==> config.mk <==
export PLATFORM = sky130hd
export DESIGN_NAME = flashUpdateCtrl
export DESIGN_NICKNAME = d
export VERILOG_FILES = /design/src/flashCtrlPkg.sv /design/src/flashStageRam.sv /design/src/flashWriteCursor.sv /design/src/flashSequencer.sv /design/src/flashUpdateCtrl.sv
export SDC_FILE = /design/constraint.sdc
export NUM_CORES = 2
export LEC_CHECK = 0
export ABC_AREA = 1
export BUFFER_PORTS_ARGS = -buffer_cell sky130_fd_sc_hd__buf_2
export CAP_MARGIN = 0
export CELL_PAD_IN_SITES_DETAIL_PLACEMENT = 2
export CELL_PAD_IN_SITES_GLOBAL_PLACEMENT = 2
export CORE_ASPECT_RATIO = 0.5
export CORE_MARGIN = 2
export CORE_UTILIZATION = 45
export DETAILED_ROUTE_END_ITERATION = 7
export MAX_ROUTING_LAYER = met4
export PLACE_DENSITY_LB_ADDON = 0.1
export SLEW_MARGIN = 20
export SYNTH_ARGS = -nofsm -noshare
export SYNTH_HDL_FRONTEND = slang
export SYNTH_SLANG_ARGS = --single-unit
==> constraint.sdc <==
create_clock -name Clock -period 4 [get_ports Clock]
set_input_delay 0.6 -clock Clock [delete_from_list [all_inputs] [get_ports Clock]]
set_output_delay 0.6 -clock Clock [all_outputs]
set_load 0.1 [all_outputs]
==> src/flashCtrlPkg.sv <==
// Widths, flash CSR words and sequencer states shared by the flash update controller RTL
package flashCtrlPkg;

  ////////////////////
  // Bus widths
  ////////////////////
  localparam int hostAddrW  = 7;                         // Host 16-bit word address
  localparam int hostDataW  = 16;                        // Host word
  localparam int ramAddrW   = 6;                         // Holding RAM index, also op length
  localparam int flashAddrW = 18;                        // Flash word address
  localparam int flashDataW = 32;                        // Flash word and CSR word

  ////////////////////
  // CSR control words
  ////////////////////
  // Bits 26:23 are the per-sector protect bits, 22:20 select the sector to erase
  localparam logic [flashDataW-1:0] csrProtectNone = 32'hFFFF_FFFF; // Protect everything
  localparam logic [flashDataW-1:0] csrUnprotCfm1  = 32'hFBFF_FFFF; // CFM1 writable
  localparam logic [flashDataW-1:0] csrEraseCfm1   = 32'hFBCF_FFFF; // CFM1 writable, erase CFM1
  localparam logic [flashDataW-1:0] csrUnprotCfm2  = 32'hFDFF_FFFF; // CFM2 writable
  localparam logic [flashDataW-1:0] csrEraseCfm2   = 32'hFDBF_FFFF; // CFM2 writable, erase CFM2
  localparam logic [flashDataW-1:0] csrUnprotBoth  = 32'hF9FF_FFFF; // Both writable, for data writes

  ////////////////////
  // Status word fields
  ////////////////////
  localparam int statusBusyLsb    = 0;                   // 2-bit busy field, zero when idle
  localparam int statusWriteOkBit = 3;                   // Last write succeeded
  localparam int statusEraseOkBit = 4;                   // Last erase succeeded

  ////////////////////
  // Sequencer states
  ////////////////////
  typedef enum logic [5:0] {
    // Status monitor loop
    monSet, monLat, monStr, monVal,
    // Two-sector erase
    erPrep,
    er1ClrProt, er1SelErase, er1BusySet, er1BusyLat, er1BusyStr,
    er1WaitBusy, er1WaitIdle, er1Check, er1Protect,
    er2ClrProt, er2SelErase, er2BusySet, er2BusyLat, er2BusyStr,
    er2WaitBusy, er2WaitIdle, er2Check, er2Protect,
    // Multi-word write
    wrPrep, wrUnprot, wrLoad, wrCommit, wrReqHigh, wrReqLow,
    wrIdleSet, wrIdleStr, wrWaitIdle, wrCheck, wrProtect
  } seqState;

endpackage

==> src/flashStageRam.sv <==
// Holding RAM that pairs host 16-bit words into 32-bit flash words; read by the write cursor
`timescale 1ns/1ps

module flashStageRam
  import flashCtrlPkg::*;
(
  input  logic                  Clock,
  input  logic                  arstN,
  input  logic [hostAddrW-1:0]  FlashMemWrAddress,    // Host word address, bit 0 picks the half
  input  logic [hostDataW-1:0]  FlashMemWrData,       // Host word
  input  logic                  FlashMemWrEn,         // Host write strobe
  input  logic [ramAddrW-1:0]   ramRdAddr,            // Index from the write cursor
  output logic [flashDataW-1:0] ramRdData             // Paired word, one cycle after ramRdAddr
);

  logic [hostDataW-1:0]  upperHalf;                   // Last host word, becomes the MSW
  logic                  ramWe;                       // Write on the odd half only
  logic [flashDataW-1:0] ram [0:(1 << ramAddrW)-1];   // 64 paired flash words

  // Every host word is kept so the next odd word can join it
  always_ff @(posedge Clock or negedge arstN)
  begin
    if (!arstN)
      upperHalf <= '0;
    else if (FlashMemWrEn)
      upperHalf <= FlashMemWrData;
  end

  assign ramWe = FlashMemWrEn & FlashMemWrAddress[0]; // Second word of a pair completes it

  // Upper address bits select the entry
  always_ff @(posedge Clock)
  begin
    if (ramWe)
      ram[FlashMemWrAddress[hostAddrW-1:1]] <= {upperHalf, FlashMemWrData};
  end

  // Synchronous read port
  always_ff @(posedge Clock)
  begin
    ramRdData <= ram[ramRdAddr];
  end

endmodule

==> src/flashWriteCursor.sv <==
// Tracks the RAM index, flash address and remaining words for the sequencer's write loop
`timescale 1ns/1ps

module flashWriteCursor
  import flashCtrlPkg::*;
(
  input  logic                  Clock,
  input  logic                  arstN,
  input  logic                  writePrep,            // Start of a write operation
  input  logic                  writeDone,            // One word committed and checked
  input  logic [flashAddrW-1:0] FlashOpAddr,          // First flash word address
  input  logic [ramAddrW-1:0]   FlashOpLen,           // Words to write, 0 acts as 1
  output logic [ramAddrW-1:0]   ramRdAddr,            // Holding RAM read index
  output logic [flashAddrW-1:0] flashWrAddr,          // Flash address of the current word
  output logic [ramAddrW-1:0]   wordsLeft             // Remaining count, sequencer loops while > 1
);

  // RAM index always starts at entry 0
  always_ff @(posedge Clock or negedge arstN)
  begin
    if (!arstN)
      ramRdAddr <= '0;
    else if (writePrep)
      ramRdAddr <= '0;
    else if (writeDone)
      ramRdAddr <= ramRdAddr + 1'b1;                  // Next paired word
  end

  // Flash address follows the RAM index
  always_ff @(posedge Clock or negedge arstN)
  begin
    if (!arstN)
      flashWrAddr <= '0;
    else if (writePrep)
      flashWrAddr <= FlashOpAddr;                     // Load start address
    else if (writeDone)
      flashWrAddr <= flashWrAddr + 1'b1;
  end

  // Count down, holding at zero
  always_ff @(posedge Clock or negedge arstN)
  begin
    if (!arstN)
      wordsLeft <= '0;
    else if (writePrep)
      wordsLeft <= FlashOpLen;
    else if (writeDone && (wordsLeft != '0))
      wordsLeft <= wordsLeft - 1'b1;
  end

endmodule

==> src/flashSequencer.sv <==
// State machine that polls flash status and runs the erase and write sequences for the host
`timescale 1ns/1ps

module flashSequencer
  import flashCtrlPkg::*;
(
  input  logic                  Clock,
  input  logic                  arstN,
  input  logic                  FlashOpUnlock,        // Host unlock level
  input  logic                  FlashOpWr,            // Host write request level
  input  logic                  FlashOpEr,            // Host erase request level
  output logic                  FlashCmdAck,          // One-cycle accept pulse
  output logic                  FlashBusy,            // Operation in progress
  output logic                  FlashError,           // Sticky failure flag
  input  logic [flashAddrW-1:0] flashWrAddr,          // Current word address from the cursor
  input  logic [flashDataW-1:0] ramRdData,            // Current word from the holding RAM
  input  logic [ramAddrW-1:0]   wordsLeft,            // Remaining word count
  output logic                  writePrep,            // Load the cursor
  output logic                  writeDone,            // Step the cursor
  output logic                  csrAddr,              // 0 status, 1 control
  output logic                  csrRead,
  output logic [flashDataW-1:0] csrWriteData,
  output logic                  csrWrite,
  input  logic [flashDataW-1:0] csrReadData,          // Status, one cycle after the read
  output logic [flashAddrW-1:0] dataAddr,
  output logic [flashDataW-1:0] dataWriteData,
  output logic                  dataWrite,
  input  logic                  dataWaitReq           // High then low marks a finished write
);

  seqState               state, stateNext;
  logic                  statusIdle;                  // Captured busy field is zero
  logic                  statusWriteOk;               // Captured write-success bit
  logic                  statusEraseOk;               // Captured erase-success bit
  logic                  storeStatus;                 // Read data is valid for capture
  logic                  cmdAckNext;
  logic                  busyClr;                     // Back in the monitor loop
  logic                  errorSet;                    // A success check failed
  logic                  csrAddrNext;
  logic                  csrReadNext;
  logic [flashDataW-1:0] csrWriteDataNext;
  logic                  csrWriteNext;
  logic [flashAddrW-1:0] dataAddrNext;
  logic [flashDataW-1:0] dataWriteDataNext;
  logic                  dataWriteNext;

  // Capture status only where the read pipeline has filled
  always_ff @(posedge Clock or negedge arstN)
  begin
    if (!arstN)
    begin
      statusIdle    <= 1'b0;
      statusWriteOk <= 1'b0;
      statusEraseOk <= 1'b0;
    end
    else if (storeStatus)
    begin
      statusIdle    <= (csrReadData[statusBusyLsb +: 2] == 2'b00);
      statusWriteOk <= csrReadData[statusWriteOkBit];
      statusEraseOk <= csrReadData[statusEraseOkBit];
    end
  end

  always_ff @(posedge Clock or negedge arstN)
  begin
    if (!arstN)
      state <= monSet;
    else
      state <= stateNext;
  end

  ////////////////////
  // Next state
  ////////////////////
  always_comb
  begin
    stateNext = state;                                // Wait states hold by default
    case (state)
      monSet      : stateNext = monLat;
      monLat      : stateNext = monStr;
      monStr      : stateNext = monVal;
      monVal      :
        if (statusIdle && FlashOpUnlock && FlashOpWr)
          stateNext = wrPrep;                         // Write wins over erase
        else if (statusIdle && FlashOpUnlock && FlashOpEr)
          stateNext = erPrep;
      erPrep      : stateNext = er1ClrProt;
      er1ClrProt  : stateNext = er1SelErase;
      er1SelErase : stateNext = er1BusySet;
      er1BusySet  : stateNext = er1BusyLat;
      er1BusyLat  : stateNext = er1BusyStr;
      er1BusyStr  : stateNext = er1WaitBusy;
      er1WaitBusy : if (!statusIdle) stateNext = er1WaitIdle;   // Erase has started
      er1WaitIdle : if (statusIdle) stateNext = er1Check;       // Erase has finished
      er1Check    : stateNext = er1Protect;
      er1Protect  : stateNext = er2ClrProt;
      er2ClrProt  : stateNext = er2SelErase;
      er2SelErase : stateNext = er2BusySet;
      er2BusySet  : stateNext = er2BusyLat;
      er2BusyLat  : stateNext = er2BusyStr;
      er2BusyStr  : stateNext = er2WaitBusy;
      er2WaitBusy : if (!statusIdle) stateNext = er2WaitIdle;
      er2WaitIdle : if (statusIdle) stateNext = er2Check;
      er2Check    : stateNext = er2Protect;
      er2Protect  : stateNext = monSet;
      wrPrep      : stateNext = wrUnprot;
      wrUnprot    : stateNext = wrLoad;
      wrLoad      : stateNext = wrCommit;             // RAM output settles here
      wrCommit    : stateNext = wrReqHigh;
      wrReqHigh   : if (dataWaitReq) stateNext = wrReqLow;  // Flash took the write
      wrReqLow    : if (!dataWaitReq) stateNext = wrIdleSet;
      wrIdleSet   : stateNext = wrIdleStr;
      wrIdleStr   : stateNext = wrWaitIdle;
      wrWaitIdle  : if (statusIdle) stateNext = wrCheck;
      wrCheck     :
        if (wordsLeft > ramAddrW'(1))
          stateNext = wrLoad;                         // More words to go
        else
          stateNext = wrProtect;
      wrProtect   : stateNext = monSet;
      default     : stateNext = monSet;
    endcase
  end

  ////////////////////
  // State decode
  ////////////////////
  always_comb
  begin
    csrAddrNext       = 1'b0;
    csrReadNext       = 1'b0;
    csrWriteNext      = 1'b0;
    dataAddrNext      = '0;
    dataWriteDataNext = '0;
    dataWriteNext     = 1'b0;
    storeStatus       = 1'b0;
    cmdAckNext        = 1'b0;
    busyClr           = 1'b0;
    errorSet          = 1'b0;
    writePrep         = 1'b0;
    writeDone         = 1'b0;
    case (state)
      monSet, monLat, er1BusySet, er1BusyLat, er2BusySet, er2BusyLat :
        csrReadNext = 1'b1;                           // Start status reads
      monStr, er1BusyStr, er1WaitBusy, er1WaitIdle, er2BusyStr, er2WaitBusy,
      er2WaitIdle, wrIdleSet, wrIdleStr, wrWaitIdle :
      begin
        csrReadNext = 1'b1;
        storeStatus = 1'b1;                           // Earlier read now returning
      end
      monVal :
      begin
        csrReadNext = 1'b1;
        storeStatus = 1'b1;
        busyClr     = 1'b1;                           // Ready for the next command
      end
      erPrep :
        cmdAckNext = 1'b1;
      er1ClrProt, er1SelErase, er1Protect, er2ClrProt, er2SelErase, er2Protect,
      wrUnprot, wrProtect :
      begin
        csrAddrNext  = 1'b1;                          // Control register
        csrWriteNext = 1'b1;
      end
      er1Check, er2Check :
        errorSet = !statusEraseOk;
      wrPrep :
      begin
        cmdAckNext = 1'b1;
        writePrep  = 1'b1;                            // Cursor to the first word
      end
      wrLoad :
      begin
        dataAddrNext      = flashWrAddr;              // Address and data ahead of the strobe
        dataWriteDataNext = ramRdData;
      end
      wrCommit, wrReqHigh, wrReqLow :
      begin
        dataAddrNext      = flashWrAddr;
        dataWriteDataNext = ramRdData;
        dataWriteNext     = (state != wrReqLow) || dataWaitReq;  // Hold until the write lands
        csrReadNext       = 1'b1;                     // Keep the read pipeline full
      end
      wrCheck :
      begin
        errorSet  = !statusWriteOk;
        writeDone = 1'b1;                             // Step to the next word
      end
      default :
        csrReadNext = 1'b0;
    endcase
  end

  // CSR word for each control write
  always_comb
  begin
    case (state)
      er1ClrProt  : csrWriteDataNext = csrUnprotCfm1;
      er1SelErase : csrWriteDataNext = csrEraseCfm1;
      er2ClrProt  : csrWriteDataNext = csrUnprotCfm2;
      er2SelErase : csrWriteDataNext = csrEraseCfm2;
      wrUnprot    : csrWriteDataNext = csrUnprotBoth;
      er1Protect, er2Protect, wrProtect :
        csrWriteDataNext = csrProtectNone;            // Restore protection
      default     : csrWriteDataNext = '0;
    endcase
  end

  ////////////////////
  // Registered outputs
  ////////////////////
  always_ff @(posedge Clock or negedge arstN)
  begin
    if (!arstN)
    begin
      csrAddr   <= 1'b0;
      csrRead   <= 1'b0;
      csrWrite  <= 1'b0;
      dataWrite <= 1'b0;
    end
    else
    begin
      csrAddr   <= csrAddrNext;
      csrRead   <= csrReadNext;
      csrWrite  <= csrWriteNext;
      dataWrite <= dataWriteNext;
    end
  end

  // Bus payload, qualified by the strobes above
  always_ff @(posedge Clock)
  begin
    csrWriteData  <= csrWriteDataNext;
    dataAddr      <= dataAddrNext;
    dataWriteData <= dataWriteDataNext;
  end

  // Host flags
  always_ff @(posedge Clock or negedge arstN)
  begin
    if (!arstN)
    begin
      FlashCmdAck <= 1'b0;
      FlashBusy   <= 1'b0;
      FlashError  <= 1'b0;
    end
    else
    begin
      FlashCmdAck <= cmdAckNext;
      if (cmdAckNext)
        FlashBusy <= 1'b1;                            // Rises with the ack
      else if (busyClr)
        FlashBusy <= 1'b0;
      if (cmdAckNext)
        FlashError <= 1'b0;                           // Each command starts clean
      else if (errorSet)
        FlashError <= 1'b1;
    end
  end

endmodule

==> src/flashUpdateCtrl.sv <==
// Top level of the flash update controller; connects host and flash ports to the datapath
`timescale 1ns/1ps

module flashUpdateCtrl
  import flashCtrlPkg::*;
(
  input  logic                  Clock,
  input  logic                  arstN,
  // Host side
  input  logic [hostAddrW-1:0]  FlashMemWrAddress,
  input  logic [hostDataW-1:0]  FlashMemWrData,
  input  logic                  FlashMemWrEn,
  input  logic [flashAddrW-1:0] FlashOpAddr,
  input  logic [ramAddrW-1:0]   FlashOpLen,
  input  logic                  FlashOpUnlock,
  input  logic                  FlashOpWr,
  input  logic                  FlashOpEr,
  output logic                  FlashCmdAck,
  output logic                  FlashBusy,
  output logic                  FlashError,
  // Flash CSR port
  output logic                  csrAddr,
  output logic                  csrRead,
  output logic [flashDataW-1:0] csrWriteData,
  output logic                  csrWrite,
  input  logic [flashDataW-1:0] csrReadData,
  // Flash data port
  output logic [flashAddrW-1:0] dataAddr,
  output logic [flashDataW-1:0] dataWriteData,
  output logic                  dataWrite,
  input  logic                  dataWaitReq
);

  logic [ramAddrW-1:0]   ramRdAddr;                   // Cursor to RAM
  logic [flashDataW-1:0] ramRdData;                   // RAM to sequencer
  logic [flashAddrW-1:0] flashWrAddr;                 // Cursor to sequencer
  logic [ramAddrW-1:0]   wordsLeft;
  logic                  writePrep;                   // Sequencer to cursor
  logic                  writeDone;

  flashStageRam flashStageRam_i (
    .Clock             (Clock),
    .arstN             (arstN),
    .FlashMemWrAddress (FlashMemWrAddress),
    .FlashMemWrData    (FlashMemWrData),
    .FlashMemWrEn      (FlashMemWrEn),
    .ramRdAddr         (ramRdAddr),
    .ramRdData         (ramRdData)
  );

  flashWriteCursor flashWriteCursor_i (
    .Clock       (Clock),
    .arstN       (arstN),
    .writePrep   (writePrep),
    .writeDone   (writeDone),
    .FlashOpAddr (FlashOpAddr),
    .FlashOpLen  (FlashOpLen),
    .ramRdAddr   (ramRdAddr),
    .flashWrAddr (flashWrAddr),
    .wordsLeft   (wordsLeft)
  );

  flashSequencer flashSequencer_i (
    .Clock         (Clock),
    .arstN         (arstN),
    .FlashOpUnlock (FlashOpUnlock),
    .FlashOpWr     (FlashOpWr),
    .FlashOpEr     (FlashOpEr),
    .FlashCmdAck   (FlashCmdAck),
    .FlashBusy     (FlashBusy),
    .FlashError    (FlashError),
    .flashWrAddr   (flashWrAddr),
    .ramRdData     (ramRdData),
    .wordsLeft     (wordsLeft),
    .writePrep     (writePrep),
    .writeDone     (writeDone),
    .csrAddr       (csrAddr),
    .csrRead       (csrRead),
    .csrWriteData  (csrWriteData),
    .csrWrite      (csrWrite),
    .csrReadData   (csrReadData),
    .dataAddr      (dataAddr),
    .dataWriteData (dataWriteData),
    .dataWrite     (dataWrite),
    .dataWaitReq   (dataWaitReq)
  );

endmodule

==> impl_metrics.py <==
metrics = {
    "timing": {
        "fin_skew_ns": 0.05818,
        "fin_crit_sh_pct": 82.52,
        "tightest_slew_ns": 1.175,
        "rsz0062_at_grt": "false",
        "slew_headroom_pct": 21.64,
        "finalSetupTns_ns": 0,
        "fmaxAchievable_mhz": 302.9,
        "setup_viol": 0,
        "final_max_slew_viol_count": 0,
        "hold_viol": 0,
        "fin_crit_ns": 3.301,
    },
    "power_and_ir_drop": {
        "ir_drop_uv": 381.1,
        "power_frac_clock_pct": 38.3,
        "combPwrFrac_pct": 9.8,
        "power_frac_seq_pct": 51.9,
        "p_int_mw": 36.61,
        "p_leak_nw": 39.98,
        "p_sw_share_pct": 26.86,
        "p_switching_mw": 13.44,
        "p_per_area_nw_per_um2": 489.6,
    },
    "die": {
        "ioPinCount": 175,
        "die-width_um": 641.1,
        "start_util_pct": 45.46,
        "dieArea_um2": 206800,
        "rows": 116,
        "core-area_um2": 200900,
        "die_height_um": 322.5,
    },
    "clocking": {
        "cts-root-buf": "clkbuf_16",
        "htree_levels": 4,
        "clk_path_buf_depth": 4,
        "cts_buffers": 204,
        "cts.sinks": 2196,
        "path_clk_slew_ns": 0.07,
        "cts_tree": "yes",
        "clkLatencyLatePin_ns": 0.88,
    },
    "final_layout": {
        "utilization_pct": 50.90,
        "drive_above_1_share_pct": 8.992,
        "syn_to_final_growth_pct": 11.96,
        "final_cells": 11520,
        "fillCellCount": 20250,
        "register_area_um2": 64800,
        "multi_input_area_um2": 22050,
        "nNetsFinal": 8727,
    },
    "logic_synthesis": {
        "synth.yosys.seq_area_share_pct": 70.93,
        "syn-cell-area_um2": 91310,
        "synth_seq_cells": 2196,
        "syn_area_per_cell_um2": 10.72,
        "synthCells": 8518,
        "yosys_warnings": 0,
        "synth-edff-count": 2048,
        "synthTopCellsByCount": "2756 x nand2_1, 2048 x edfxtp_1, 929 x nor2_1",
        "syn-num-nets": 8609,
        "synth_top_area_share_pct": 67.35,
        "yosys.area.top_type": "edfxtp_1",
        "yosysMostFrequentCell": "nand2_1",
        "ys_async_sr_fraction_pct": 2.778,
        "yosysUniqueCellTypes": 41,
        "synth_ff_type": "edfxtp_1",
        "ys_top_cells_by_area": "edfxtp_1 67%, nand2_1 11%, nand3_1 4.9%",
    },
    "grt": {
        "overflow": 0,
        "grt_pass1_vias": 72790,
        "grt_max_degree": 126,
        "grt_use_total_pct": 34.57,
        "grt_first_pass_wirelength_um": 502600,
        "antenna_found_initial": 32,
    },
    "route": {
        "vias_per_cell": 5.851,
        "wl_um": 348000,
        "vias": 67380,
        "drtAntennaViolNets": 0,
        "drt_first_pass_iters": 6,
        "drc": 0,
        "wl_per_cell_um": 30.22,
        "drt_iter0_markers": 8269,
    },
    "flow_run": {
        "cap_violations": 0,
    },
    "outcome": {
        "status": "finished clean",
    },
    "critical_path": {
        "arrival_ns": 4.09,
        "path_max_fanout": 68,
        "required_ns": 4.79,
        "startpoint_type": "register",
        "crit_path_end_kind": "register",
        "path_class": "reg2reg",
    },
    "placement": {
        "place.port_buffers": 146,
        "gp_congestion": 0.9032,
        "hpwl_um": 202700,
        "dp_cells": 11140,
    },
    "hold_path": {
        "hold_path.class": "in2reg",
    },
}
[final timing paths]
check                      slack [ns]  depth (start not counted)                                 end                       startpoint
min in group asynchronous        0.28                          2        flashStageRam_i.upperHalf[1]                            arstN
hold / removal                   0.09                          5     flashWriteCursor_i.wordsLeft[3]                    FlashOpLen[3]
max in group asynchronous        2.76                          3  flashWriteCursor_i.flashWrAddr[16]                            arstN
hold reg to reg                  0.42                          2  flashSequencer_i.dataWriteData[30]    flashStageRam_i.ramRdData[30]
setup reg to reg                 0.70                          9       flashStageRam_i.ramRdData[17]  flashWriteCursor_i.ramRdAddr[0]
setup / recovery                 0.70                          9       flashStageRam_i.ramRdData[17]  flashWriteCursor_i.ramRdAddr[0]
[through the flow]
stage               hold slack, ns  setup slack (ns)  instance area [um2]  power, mW
global route               0.07910            0.6904               102200      51.42
finish                     0.09272            0.6991               102200      50.05
detailed placement          0.4083            0.8289                96050      31.28
global placement            0.4058            0.9146                96050      31.02
CTS                        0.03952            0.7922               102200      50.20
floorplan                   0.3044            0.2855                91310      29.64
[power by group through the flow]
stage               Clock (mW)  Combinational (mW)  Sequential [mW]
floorplan                    0                2.81             26.8
global placement             0                4.57             26.5
detailed placement           0                4.79             26.5
CTS                       19.3                4.88             26.0
global route              20.1                5.27             26.0
finish                    19.2                4.89             26.0
[sequential cells by signal, indices dropped and copies added (netlist names), 5 cells and up]
| name | count |
|---|---|
| flashSequencer_i.csrWriteData | 5 |
| flashSequencer_i.dataAddr | 18 |
| flashSequencer_i.dataWriteData | 32 |
| flashSequencer_i.state | 6 |
| flashStageRam_i.ram | 2048 |
| flashStageRam_i.ramRdData | 32 |
| flashStageRam_i.upperHalf | 16 |
| flashWriteCursor_i.flashWrAddr | 18 |
| flashWriteCursor_i.ramRdAddr | 6 |
| flashWriteCursor_i.wordsLeft | 6 |
[area by class of cell]
| type | count | area share [%] |
|---|---|---|
| flip-flops and latches | 2196 | 63.39 |
| multi-input cells | 5174 | 21.57 |
| clock buffers | 277 | 5.431 |
| well taps | 2714 | 3.321 |
| repair buffers | 392 | 3.255 |
| inverters | 668 | 2.483 |
| clock inverters | 90 | 0.5385 |
| diodes | 6 | 0.01469 |
[logic make-up after synthesis]
group | synth area share [%]
simple gates | 20.61
flops | 70.93
buf+inv | 5.459
compound gates | 2.706
mux | 0.1973
fa+ha+maj | 0.06851
xor+xnor | 0.02878
[metal layers]
metal | vias up | GRT usage [%] | share of wire [%]
met5 | - | - | 0
met4 | 0 | 10.39 | 3.2
li1 | 28480 | - | -
met1 | 35510 | 46.86 | 42
met3 | 568 | 4.289 | 7.7
met2 | 2835 | 54.94 | 47
[placed cells by master (no fill, tap or decap), types with 5 or more instances in the layout]
master,netlist,layout
inv_1,660,658
edfxtp_1,2048,2048
ha_1,5,5
or2_2,38,38
dfrtp_2,0,15
buf_2,102,142
buf_12,0,58
bufinv_16,0,6
dfxtp_1,87,87
diode_2,0,6
nand2_1,2756,2755
inv_6,0,5
clkbuf_8,0,6
clkinv_1,4,55
o21ai_0,321,321
a21oi_1,141,141
clkbuf_1,228,60
buf_4,65,186
nand4_1,12,12
dfrtp_4,0,5
clkinv_2,0,27
nand3_1,899,899
clkbuf_16,0,209
nor2_4,1,64
mux2_2,16,16
nor3_1,22,20
dfrtp_1,61,41
nor2_1,929,866
dlygate4sd3_1,0,6
[worst max-delay path, cell delays in order (launching register included)]
cell     delay [ns]
dfrtp_4        0.88
buf_4          0.75
nor2_1         0.15
nor2_1         0.17
o21ai_0        0.12
a21oi_1        0.19
nor2_1         0.11
nand2_1        0.18
nand3_1        0.36
nand2_1        0.19
[timing repair]
action,4_1_cts,5_1_grt
buffers inserted,0,0
hold buffers,6,0
endpoints found under the hold margin,32,0
resized for setup,0,0
(Power assumes the default switching activity.)
